**src/verilog/ooo_types_pkg.sv**
```systemverilog
package ooo_types_pkg;

    // Two instructions enter and retire per cycle
    localparam int ss = 2;

    // Reorder buffer geometry
    localparam int rob_depth = 8;
    localparam int rob_id_w = 3;

    // Datapath widths
    localparam int data_w = 32;
    localparam int reg_w = 5;
    localparam int order_w = 64;

    // Execution latencies in cycles from issue to CDB
    localparam int mul_latency = 3;
    localparam int alu_latency = 1;

    // Integer operations understood by the execution lanes
    typedef enum logic [2:0] {
        op_add,
        op_sub,
        op_and,
        op_xor,
        op_mul
    } opcode_e;

    // Fill level of a circular queue
    typedef enum logic [1:0] {
        q_empty,
        q_partial,
        q_full
    } queue_state_e;

endpackage

```
**src/verilog/circular_queue.sv**
```systemverilog
`timescale 1ns/1ps

module circular_queue
    import ooo_types_pkg::*;
#(
    parameter int depth = rob_depth,
    parameter int width = data_w
) (
    input  logic                     clk,
    input  logic                     rst,
    input  logic                     push,
    input  logic                     pop,
    input  logic [width-1:0]         wr_data [ss],
    input  logic [ss-1:0]            set_en,
    input  logic [$clog2(depth)-1:0] set_idx [ss],
    input  logic [width-1:0]         set_data [ss],
    output logic [width-1:0]         head_data [ss],
    output logic [$clog2(depth)-1:0] tail_idx,
    output logic                     full,
    output logic                     empty
);

    localparam int idx_w = $clog2(depth);
    localparam int cnt_w = idx_w + 1;

    logic [width-1:0] mem [depth];
    logic [idx_w-1:0] head;
    logic [idx_w-1:0] tail;
    logic [cnt_w-1:0] count;
    logic [cnt_w-1:0] count_next;
    queue_state_e     state;

    // Pointer arithmetic that also wraps for depths that are not a power of two
    function automatic logic [idx_w-1:0] wrap_add(input logic [idx_w-1:0] ptr, input int off);
        int sum;
        sum = int'(ptr) + off;
        if (sum >= depth) begin
            sum = sum - depth;
        end
        return idx_w'(sum);
    endfunction

    always_comb begin
        count_next = count;
        if (push) begin
            count_next = count_next + cnt_w'(ss);
        end
        if (pop) begin
            count_next = count_next - cnt_w'(ss);
        end
    end

    always_ff @(posedge clk) begin
        if (rst) begin
            head  <= '0;
            tail  <= '0;
            count <= '0;
            state <= q_empty;
        end else begin
            if (push) begin
                tail <= wrap_add(tail, ss);
            end
            if (pop) begin
                head <= wrap_add(head, ss);
            end
            count <= count_next;
            // Full means another group of ss entries no longer fits
            if (count_next == '0) begin
                state <= q_empty;
            end else if (count_next > depth - ss) begin
                state <= q_full;
            end else begin
                state <= q_partial;
            end
        end
    end

    // Indexed overwrites and tail pushes never target the same slot
    always_ff @(posedge clk) begin
        for (int i = 0; i < ss; i++) begin
            if (set_en[i]) begin
                mem[set_idx[i]] <= set_data[i];
            end
            if (push) begin
                mem[wrap_add(tail, i)] <= wr_data[i];
            end
        end
    end

    always_comb begin
        for (int i = 0; i < ss; i++) begin
            head_data[i] = mem[wrap_add(head, i)];
        end
    end

    assign tail_idx = tail;
    assign full     = (state == q_full);
    assign empty    = (state == q_empty);

    assert property (@(posedge clk) disable iff (rst) push |-> !full);
    assert property (@(posedge clk) disable iff (rst) pop |-> !empty);

endmodule

```
**src/verilog/commit_stage.sv**
```systemverilog
`timescale 1ns/1ps

module commit_stage
    import ooo_types_pkg::*;
(
    input  logic               clk,
    input  logic               rst,
    input  logic               head_ready,
    input  logic [reg_w-1:0]   head_rd [ss],
    input  logic [data_w-1:0]  head_value [ss],
    output logic               commit_valid,
    output logic [reg_w-1:0]   commit_rd [ss],
    output logic [data_w-1:0]  commit_value [ss],
    output logic [order_w-1:0] commit_order [ss]
);

    logic [order_w-1:0] order_count;

    always_ff @(posedge clk) begin
        if (rst) begin
            commit_valid <= 1'b0;
            order_count  <= '0;
        end else begin
            commit_valid <= head_ready;
            // One order number per retired instruction
            if (head_ready) begin
                order_count <= order_count + order_w'(ss);
            end
        end
    end

    always_ff @(posedge clk) begin
        if (head_ready) begin
            for (int i = 0; i < ss; i++) begin
                commit_rd[i]    <= head_rd[i];
                commit_value[i] <= head_value[i];
                commit_order[i] <= order_count + order_w'(i);
            end
        end
    end

endmodule

```
**src/verilog/dispatch_stage.sv**
```systemverilog
`timescale 1ns/1ps

module dispatch_stage
    import ooo_types_pkg::*;
(
    input  logic              clk,
    input  logic              rst,
    input  logic              dispatch_valid,
    input  opcode_e           dispatch_op [ss],
    input  logic [reg_w-1:0]  dispatch_rd [ss],
    input  logic [data_w-1:0] dispatch_a [ss],
    input  logic [data_w-1:0] dispatch_b [ss],
    input  logic              rob_full,
    input  logic [ss-1:0]     mul_busy_late,
    output logic              issue_valid,
    output opcode_e           issue_op [ss],
    output logic [reg_w-1:0]  issue_rd [ss],
    output logic [data_w-1:0] issue_a [ss],
    output logic [data_w-1:0] issue_b [ss],
    output logic              dispatch_stall
);

    logic          held_valid;
    logic [ss-1:0] lane_collision;

    // An ALU op would share the writeback slot with a multiply leaving stage 2
    always_comb begin
        for (int i = 0; i < ss; i++) begin
            lane_collision[i] = (issue_op[i] != op_mul) && mul_busy_late[i];
        end
        issue_valid    = held_valid && !rob_full && (lane_collision == '0);
        dispatch_stall = held_valid && !issue_valid;
    end

    always_ff @(posedge clk) begin
        if (rst) begin
            held_valid <= 1'b0;
        end else if (!dispatch_stall) begin
            held_valid <= dispatch_valid;
        end
    end

    // Pair register, refilled only on an accepting edge
    always_ff @(posedge clk) begin
        if (dispatch_valid && !dispatch_stall) begin
            issue_op <= dispatch_op;
            issue_rd <= dispatch_rd;
            issue_a  <= dispatch_a;
            issue_b  <= dispatch_b;
        end
    end

    // The source keeps a stalled pair on its inputs until it is taken
    for (genvar g = 0; g < ss; g++) begin : g_hold_check
        assert property (@(posedge clk) disable iff (rst)
            dispatch_valid && dispatch_stall |=> dispatch_valid
                && $stable(dispatch_op[g]) && $stable(dispatch_rd[g])
                && $stable(dispatch_a[g]) && $stable(dispatch_b[g]));
    end

endmodule

```
**src/verilog/exec_unit.sv**
```systemverilog
`timescale 1ns/1ps

module exec_unit
    import ooo_types_pkg::*;
(
    input  logic                clk,
    input  logic                rst,
    input  logic                issue_valid,
    input  opcode_e             issue_op [ss],
    input  logic [data_w-1:0]   issue_a [ss],
    input  logic [data_w-1:0]   issue_b [ss],
    input  logic [rob_id_w-1:0] alloc_id [ss],
    output logic [ss-1:0]       mul_busy_late,
    output logic [ss-1:0]       cdb_valid,
    output logic [rob_id_w-1:0] cdb_id [ss],
    output logic [data_w-1:0]   cdb_value [ss]
);

    logic [ss-1:0]          alu_valid;
    logic [rob_id_w-1:0]    alu_id [ss];
    logic [data_w-1:0]      alu_value [ss];
    logic [mul_latency-1:0] mul_valid [ss];
    logic [rob_id_w-1:0]    mul_id [ss][mul_latency];
    logic [data_w-1:0]      mul_value [ss][mul_latency];

    function automatic logic [data_w-1:0] alu_result(input opcode_e op,
                                                     input logic [data_w-1:0] a,
                                                     input logic [data_w-1:0] b);
        case (op)
            op_add:  return a + b;
            op_sub:  return a - b;
            op_and:  return a & b;
            op_xor:  return a ^ b;
            default: return a + b;
        endcase
    endfunction

    always_ff @(posedge clk) begin
        if (rst) begin
            alu_valid <= '0;
            for (int i = 0; i < ss; i++) begin
                mul_valid[i] <= '0;
            end
        end else begin
            for (int i = 0; i < ss; i++) begin
                alu_valid[i] <= issue_valid && (issue_op[i] != op_mul);
                mul_valid[i] <= {mul_valid[i][mul_latency-2:0],
                                 issue_valid && (issue_op[i] == op_mul)};
            end
        end
    end

    // Product is truncated to data_w on entry and then just shifts along
    always_ff @(posedge clk) begin
        for (int i = 0; i < ss; i++) begin
            alu_id[i]       <= alloc_id[i];
            alu_value[i]    <= alu_result(issue_op[i], issue_a[i], issue_b[i]);
            mul_id[i][0]    <= alloc_id[i];
            mul_value[i][0] <= issue_a[i] * issue_b[i];
            for (int s = 1; s < mul_latency; s++) begin
                mul_id[i][s]    <= mul_id[i][s-1];
                mul_value[i][s] <= mul_value[i][s-1];
            end
        end
    end

    always_comb begin
        for (int i = 0; i < ss; i++) begin
            // Stage that reaches the CDB on the same edge as a newly issued ALU op
            mul_busy_late[i] = mul_valid[i][mul_latency-alu_latency-1];
            cdb_valid[i]     = alu_valid[i] || mul_valid[i][mul_latency-1];
            if (mul_valid[i][mul_latency-1]) begin
                cdb_id[i]    = mul_id[i][mul_latency-1];
                cdb_value[i] = mul_value[i][mul_latency-1];
            end else begin
                cdb_id[i]    = alu_id[i];
                cdb_value[i] = alu_value[i];
            end
        end
    end

    for (genvar g = 0; g < ss; g++) begin : g_lane_check
        assert property (@(posedge clk) disable iff (rst)
            !(alu_valid[g] && mul_valid[g][mul_latency-1]));
    end

endmodule

```
**src/verilog/ooo_backend.sv**
```systemverilog
`timescale 1ns/1ps

module ooo_backend
    import ooo_types_pkg::*;
(
    input  logic               clk,
    input  logic               rst,
    input  logic               dispatch_valid,
    input  opcode_e            dispatch_op [ss],
    input  logic [reg_w-1:0]   dispatch_rd [ss],
    input  logic [data_w-1:0]  dispatch_a [ss],
    input  logic [data_w-1:0]  dispatch_b [ss],
    output logic               dispatch_stall,
    output logic               commit_valid,
    output logic [reg_w-1:0]   commit_rd [ss],
    output logic [data_w-1:0]  commit_value [ss],
    output logic [order_w-1:0] commit_order [ss]
);

    logic                issue_valid;
    opcode_e             issue_op [ss];
    logic [reg_w-1:0]    issue_rd [ss];
    logic [data_w-1:0]   issue_a [ss];
    logic [data_w-1:0]   issue_b [ss];
    logic [rob_id_w-1:0] alloc_id [ss];
    logic                rob_full;
    logic [ss-1:0]       mul_busy_late;
    logic [ss-1:0]       cdb_valid;
    logic [rob_id_w-1:0] cdb_id [ss];
    logic [data_w-1:0]   cdb_value [ss];
    logic                head_ready;
    logic [reg_w-1:0]    head_rd [ss];
    logic [data_w-1:0]   head_value [ss];

    dispatch_stage i_dispatch_stage (
        .clk            (clk),
        .rst            (rst),
        .dispatch_valid (dispatch_valid),
        .dispatch_op    (dispatch_op),
        .dispatch_rd    (dispatch_rd),
        .dispatch_a     (dispatch_a),
        .dispatch_b     (dispatch_b),
        .rob_full       (rob_full),
        .mul_busy_late  (mul_busy_late),
        .issue_valid    (issue_valid),
        .issue_op       (issue_op),
        .issue_rd       (issue_rd),
        .issue_a        (issue_a),
        .issue_b        (issue_b),
        .dispatch_stall (dispatch_stall)
    );

    exec_unit i_exec_unit (
        .clk           (clk),
        .rst           (rst),
        .issue_valid   (issue_valid),
        .issue_op      (issue_op),
        .issue_a       (issue_a),
        .issue_b       (issue_b),
        .alloc_id      (alloc_id),
        .mul_busy_late (mul_busy_late),
        .cdb_valid     (cdb_valid),
        .cdb_id        (cdb_id),
        .cdb_value     (cdb_value)
    );

    rob i_rob (
        .clk         (clk),
        .rst         (rst),
        .issue_valid (issue_valid),
        .issue_rd    (issue_rd),
        .cdb_valid   (cdb_valid),
        .cdb_id      (cdb_id),
        .cdb_value   (cdb_value),
        .alloc_id    (alloc_id),
        .rob_full    (rob_full),
        .head_ready  (head_ready),
        .head_rd     (head_rd),
        .head_value  (head_value)
    );

    commit_stage i_commit_stage (
        .clk          (clk),
        .rst          (rst),
        .head_ready   (head_ready),
        .head_rd      (head_rd),
        .head_value   (head_value),
        .commit_valid (commit_valid),
        .commit_rd    (commit_rd),
        .commit_value (commit_value),
        .commit_order (commit_order)
    );

endmodule

```
**src/verilog/rob.sv**
```systemverilog
`timescale 1ns/1ps

module rob
    import ooo_types_pkg::*;
(
    input  logic                clk,
    input  logic                rst,
    input  logic                issue_valid,
    input  logic [reg_w-1:0]    issue_rd [ss],
    input  logic [ss-1:0]       cdb_valid,
    input  logic [rob_id_w-1:0] cdb_id [ss],
    input  logic [data_w-1:0]   cdb_value [ss],
    output logic [rob_id_w-1:0] alloc_id [ss],
    output logic                rob_full,
    output logic                head_ready,
    output logic [reg_w-1:0]    head_rd [ss],
    output logic [data_w-1:0]   head_value [ss]
);

    // Result entry is {value, done}
    logic [data_w:0]       result_push [ss];
    logic [data_w:0]       result_set [ss];
    logic [data_w:0]       result_head [ss];
    logic [rob_id_w-1:0]   tail_idx;
    logic                  result_full;
    logic                  result_empty;
    queue_state_e          rob_state;

    always_comb begin
        for (int i = 0; i < ss; i++) begin
            result_push[i] = '0;
            result_set[i]  = {cdb_value[i], 1'b1};
        end
    end

    circular_queue #(
        .depth (rob_depth),
        .width (data_w + 1)
    ) i_result_q (
        .clk       (clk),
        .rst       (rst),
        .push      (issue_valid),
        .pop       (head_ready),
        .wr_data   (result_push),
        .set_en    (cdb_valid),
        .set_idx   (cdb_id),
        .set_data  (result_set),
        .head_data (result_head),
        .tail_idx  (tail_idx),
        .full      (result_full),
        .empty     (result_empty)
    );

    // Destination registers never change after allocation
    circular_queue #(
        .depth (rob_depth),
        .width (reg_w)
    ) i_rd_q (
        .clk       (clk),
        .rst       (rst),
        .push      (issue_valid),
        .pop       (head_ready),
        .wr_data   (issue_rd),
        .set_en    ('0),
        .set_idx   (cdb_id),
        .set_data  (issue_rd),
        .head_data (head_rd),
        .tail_idx  (),
        .full      (),
        .empty     ()
    );

    assign rob_state = result_empty ? q_empty : (result_full ? q_full : q_partial);
    assign rob_full  = (rob_state == q_full);

    always_comb begin
        // Pairs are pushed and popped together, so one non-empty check covers both
        head_ready = (rob_state != q_empty);
        for (int i = 0; i < ss; i++) begin
            alloc_id[i]   = tail_idx + rob_id_w'(i);
            head_ready    = head_ready && result_head[i][0];
            head_value[i] = result_head[i][data_w:1];
        end
    end

endmodule
```
**config.mk**
```make
export PLATFORM = sky130hd
export DESIGN_NAME = ooo_backend
export DESIGN_NICKNAME = d
export VERILOG_FILES = /design/src/verilog/ooo_types_pkg.sv /design/src/verilog/circular_queue.sv /design/src/verilog/commit_stage.sv /design/src/verilog/dispatch_stage.sv /design/src/verilog/exec_unit.sv /design/src/verilog/ooo_backend.sv /design/src/verilog/rob.sv
export SDC_FILE = /design/constraint.sdc
export NUM_CORES = 2
export LEC_CHECK = 0
export BUFFER_PORTS_ARGS = -buffer_cell sky130_fd_sc_hd__buf_2
export CORE_ASPECT_RATIO = 2
export CORE_MARGIN = 3
export CORE_UTILIZATION = 63
export DETAILED_ROUTE_END_ITERATION = 6
export PLACE_DENSITY = 0.79
export SLEW_MARGIN = 25
export SYNTH_ARGS = -nofsm -noshare
export SYNTH_HDL_FRONTEND = slang
export SYNTH_SLANG_ARGS = --single-unit
```
**constraint.sdc**
```tcl
create_clock -name clk -period 9.3 [get_ports clk]
set_input_delay 0.465 -clock clk [delete_from_list [all_inputs] [get_ports clk]]
set_output_delay 0.465 -clock clk [all_outputs]
set_load 0.005 [all_outputs]
```
==> flow_metrics.tcl <==
set metrics [dict create \
    cp.required_ns 9.91 \
    place_congestion 0.994 \
    antenna_found_initial 15 \
    cts_tree "built" \
    yosysUniqueCellTypes 77 \
    drive_above_1_share 0.108 \
    dieHeight_um 471 \
    max_cap_viol_count 0 \
    period_needed_ns 8.34 \
    cts.hold.buffers_added 133 \
    dpl.cell_count 7815 \
    synth_area_per_cell_um2 10.7 \
    grtUsageTotal 0.365 \
    fin_cells 8115 \
    cp_slowest_cell "edfxtp_1" \
    max_freq_mhz 120 \
    worstPathMaxFanout 23 \
    insertion_delay_ns 0.70 \
    port_buffers 348 \
    netlist_area_um2 68100 \
    status "finished clean" \
    clkTransAtPathRegs_ns 0.07 \
    hold_path.class "in -> reg" \
    overflow 0 \
    viasPerCell 5.97 \
    post-route-cell-area_um2 75100 \
    start_util 0.634 \
    cts_resized 0 \
    rows 170 \
    setup_viol 0 \
    cp-start-kind "flop" \
    synth_fp_nets 7723 \
    worst_pin_slew_ns 1.10 \
    cts_buffer_depth 3 \
    cts_num_sinks 935 \
    htreeDepth 3 \
    postCtsSetupRepairBufs 0 \
    synth_edf_count 453 \
    arrival_ns 8.95 \
    fin_skew_ns 0.0297 \
    num-nets-final 8012 \
    placed_area_um2 70800 \
    grt_setup_unrepaired "no" \
    final_max_slew_viol_count 0 \
    syn_inst 6373 \
    drc 0 \
    synth_ff_type "dfxtp_1" \
    hpwl_um 150000 \
    yosysWarnings 0 \
    cts_root_buf "clkbuf_16" \
    tns_ns 0 \
    grt_pass1_wl_um 305000 \
    numCtsBuffers 82 \
    slew_headroom 0.266 \
    endpoint_kind "flop" \
    cp_slowest_stage_delay_ns 1.05 \
    n_fill_cell 7627 \
    first_global_vias 53500 \
    via_count 48400 \
    ys_seq_area_frac 0.341 \
    drt-initial-drc-count 3527 \
    layout-area-overhead-vs-synth_pct 10.2 \
    ys_async_sr_fraction 0 \
    dr.pass1.iters 6 \
    crit_chain "and2_1, fa_1, fa_1, fa_1, inv_1, fa_1, inv_1, fa_1, inv_1, fa_1, inv_1, fa_1, fa_1, ha_1, a21o_1, a21oi_1, o21ai_0, o211a_1, o41ai_1, nand3_1, nand2_1, o2111ai_1, a21oi_1, xnor2_1" \
    ys_seq_elements 935 \
    die_area_um2 112000 \
    grt_start_max_net_pins 89 \
    dieWidth_um 239 \
    crit_type "reg -> reg" \
    core_area_um2 107000 \
    wire_per_inst_um 24.7 \
    crit_path_frequent_cell "fa_1" \
    hold_ws_ns 0.0373 \
    finalHoldViolations 0 \
    fin_crit_sh 0.897 \
    antenna_left 0 \
    routed_wl_um 201000 \
    pin_count 351 \
]
[state kept, by name, summed over array words and instances, names as in the netlist, 3 cells and up, named ones only]
| name | count |
|---|---|
| i_commit_stage.commit_order | 63 |
| i_dispatch_stage.issue_op | 6 |
| i_commit_stage.order_count | 63 |
| i_rob.i_rd_q.mem | 40 |
| i_exec_unit.mul_valid | 6 |
| i_commit_stage.commit_value | 64 |
| i_dispatch_stage.issue_b | 64 |
| i_dispatch_stage.issue_rd | 10 |
| i_exec_unit.mul_value | 192 |
| i_exec_unit.mul_id | 4 |
| i_commit_stage.commit_rd | 10 |
| i_rob.i_result_q.mem | 264 |
| i_exec_unit.alu_value | 64 |
| i_rob.i_result_q.count | 3 |
| i_dispatch_stage.issue_a | 64 |
[worst paths after layout]
path                                     start                      endpoint  slack (ns)  cells past startpoint
setup / recovery  i_dispatch_stage.issue_a[42]  i_exec_unit.mul_value[0][94]        0.96                     24
hold reg to reg   i_exec_unit.mul_value[1][32]   i_exec_unit.mul_value[1][0]        0.31                      0
hold / removal                  dispatch_b[35]  i_dispatch_stage.issue_b[35]        0.04                      1
setup reg to reg  i_dispatch_stage.issue_a[42]  i_exec_unit.mul_value[0][94]        0.96                     24
[kinds of logic (layout without fill, tap and decap cells)]
family	Yosys count	count (layout)	share of synthesized area
multiplexers	203	203	0.0439
AND/OR/NAND/NOR	1856	1856	0.132
flip-flops	935	935	0.341
adder cells (fa/ha/maj)	1203	1203	0.311
AO/OA/AOI/OAI	584	584	0.0559
buffers and inverters	1259	1617	0.0732
other	2	10	0.000110
XOR/XNOR	331	331	0.0425
[final cells by class]
| cell class | instances | area (um^2) | area share |
|---|---|---|---|
| Clock buffer | 109 | 2340 | 0.0311 |
| Timing Repair Buffer | 592 | 3980 | 0.0530 |
| Tap cell | 1376 | 1720 | 0.0229 |
| Multi-Input combinational cell | 4179 | 40000 | 0.533 |
| Inverter | 872 | 3270 | 0.0436 |
| Sequential cell | 935 | 23300 | 0.310 |
| Antenna cell | 8 | 20.0 | 0.000266 |
| Clock inverter | 44 | 502 | 0.00668 |
[synth_stat cells, drive strengths merged (76+ instances only)]
| master | count | area share |
|---|---|---|
| a211oi | 144 | 0.016 |
| a21oi | 129 | 0.0095 |
| and2 | 550 | 0.050 |
| buf | 97 | 0.0092 |
| clkbuf | 290 | 0.016 |
| dfxtp | 482 | 0.14 |
| edfxtp | 453 | 0.20 |
| fa | 818 | 0.24 |
| ha | 385 | 0.071 |
| inv | 872 | 0.048 |
| mux2i | 119 | 0.017 |
| mux4 | 76 | 0.025 |
| nand2 | 628 | 0.035 |
| nor2 | 430 | 0.024 |
| o21ai | 129 | 0.0095 |
| xnor2 | 208 | 0.027 |
| xor2 | 123 | 0.016 |
[worst max-delay path, delay by kind of cell, from the launching register on]
kind | cells | cell delay (ns)
AO/OA/AOI/OAI | 7 | 1.83
AND/OR/NAND/NOR | 3 | 0.81
flip-flops | 1 | 1.05
XOR/XNOR | 1 | 0.13
buffers and inverters | 4 | 0.21
adder cells (fa/ha/maj) | 9 | 4.22
[through the flow]
stage           util  setup slack (ns)
2_1_floorplan      -             0.822
3_3_place_gp   0.659              1.12
3_5_place_dp   0.659              1.09
4_1_cts        0.698              1.03
5_1_grt        0.699             0.744
6_report       0.699             0.958
[metal layers]
layer	part of all wire	track usage
met1	0.30	0.362
met2	0.52	0.647
met3	0.073	0.0680
met4	0.11	0.318
met5	0.00040	0
[layout by cell type (no fill, tap or decap), drive strengths merged, types with 9 or more instances in the layout]
cell type | netlist | final
nor2b | 27 | 27
xnor2 | 208 | 208
or3 | 23 | 23
clkinv | 0 | 29
o211ai | 13 | 13
nor3 | 29 | 29
nand2b | 24 | 24
dlygate4sd3 | 0 | 133
mux2i | 119 | 119
xor2 | 123 | 123
o21ai | 129 | 129
nor2 | 430 | 430
o21bai | 12 | 12
ha | 385 | 385
edfxtp | 453 | 453
a21o | 38 | 38
nand2 | 628 | 628
buf | 97 | 458
a31oi | 10 | 10
inv | 872 | 879
fa | 818 | 818
and3 | 20 | 20
or2 | 9 | 9
dfxtp | 482 | 482
and2 | 550 | 550
mux4 | 76 | 76
and4 | 10 | 10
o21a | 24 | 24
clkbuf | 290 | 110
o31ai | 22 | 22
a21oi | 129 | 129
a211oi | 144 | 144
nand4 | 23 | 23
nand3 | 50 | 50
Power is left out: the tool's default activity adds up to more than one toggle a clock period on the data nets, which glitch-free logic cannot reach.
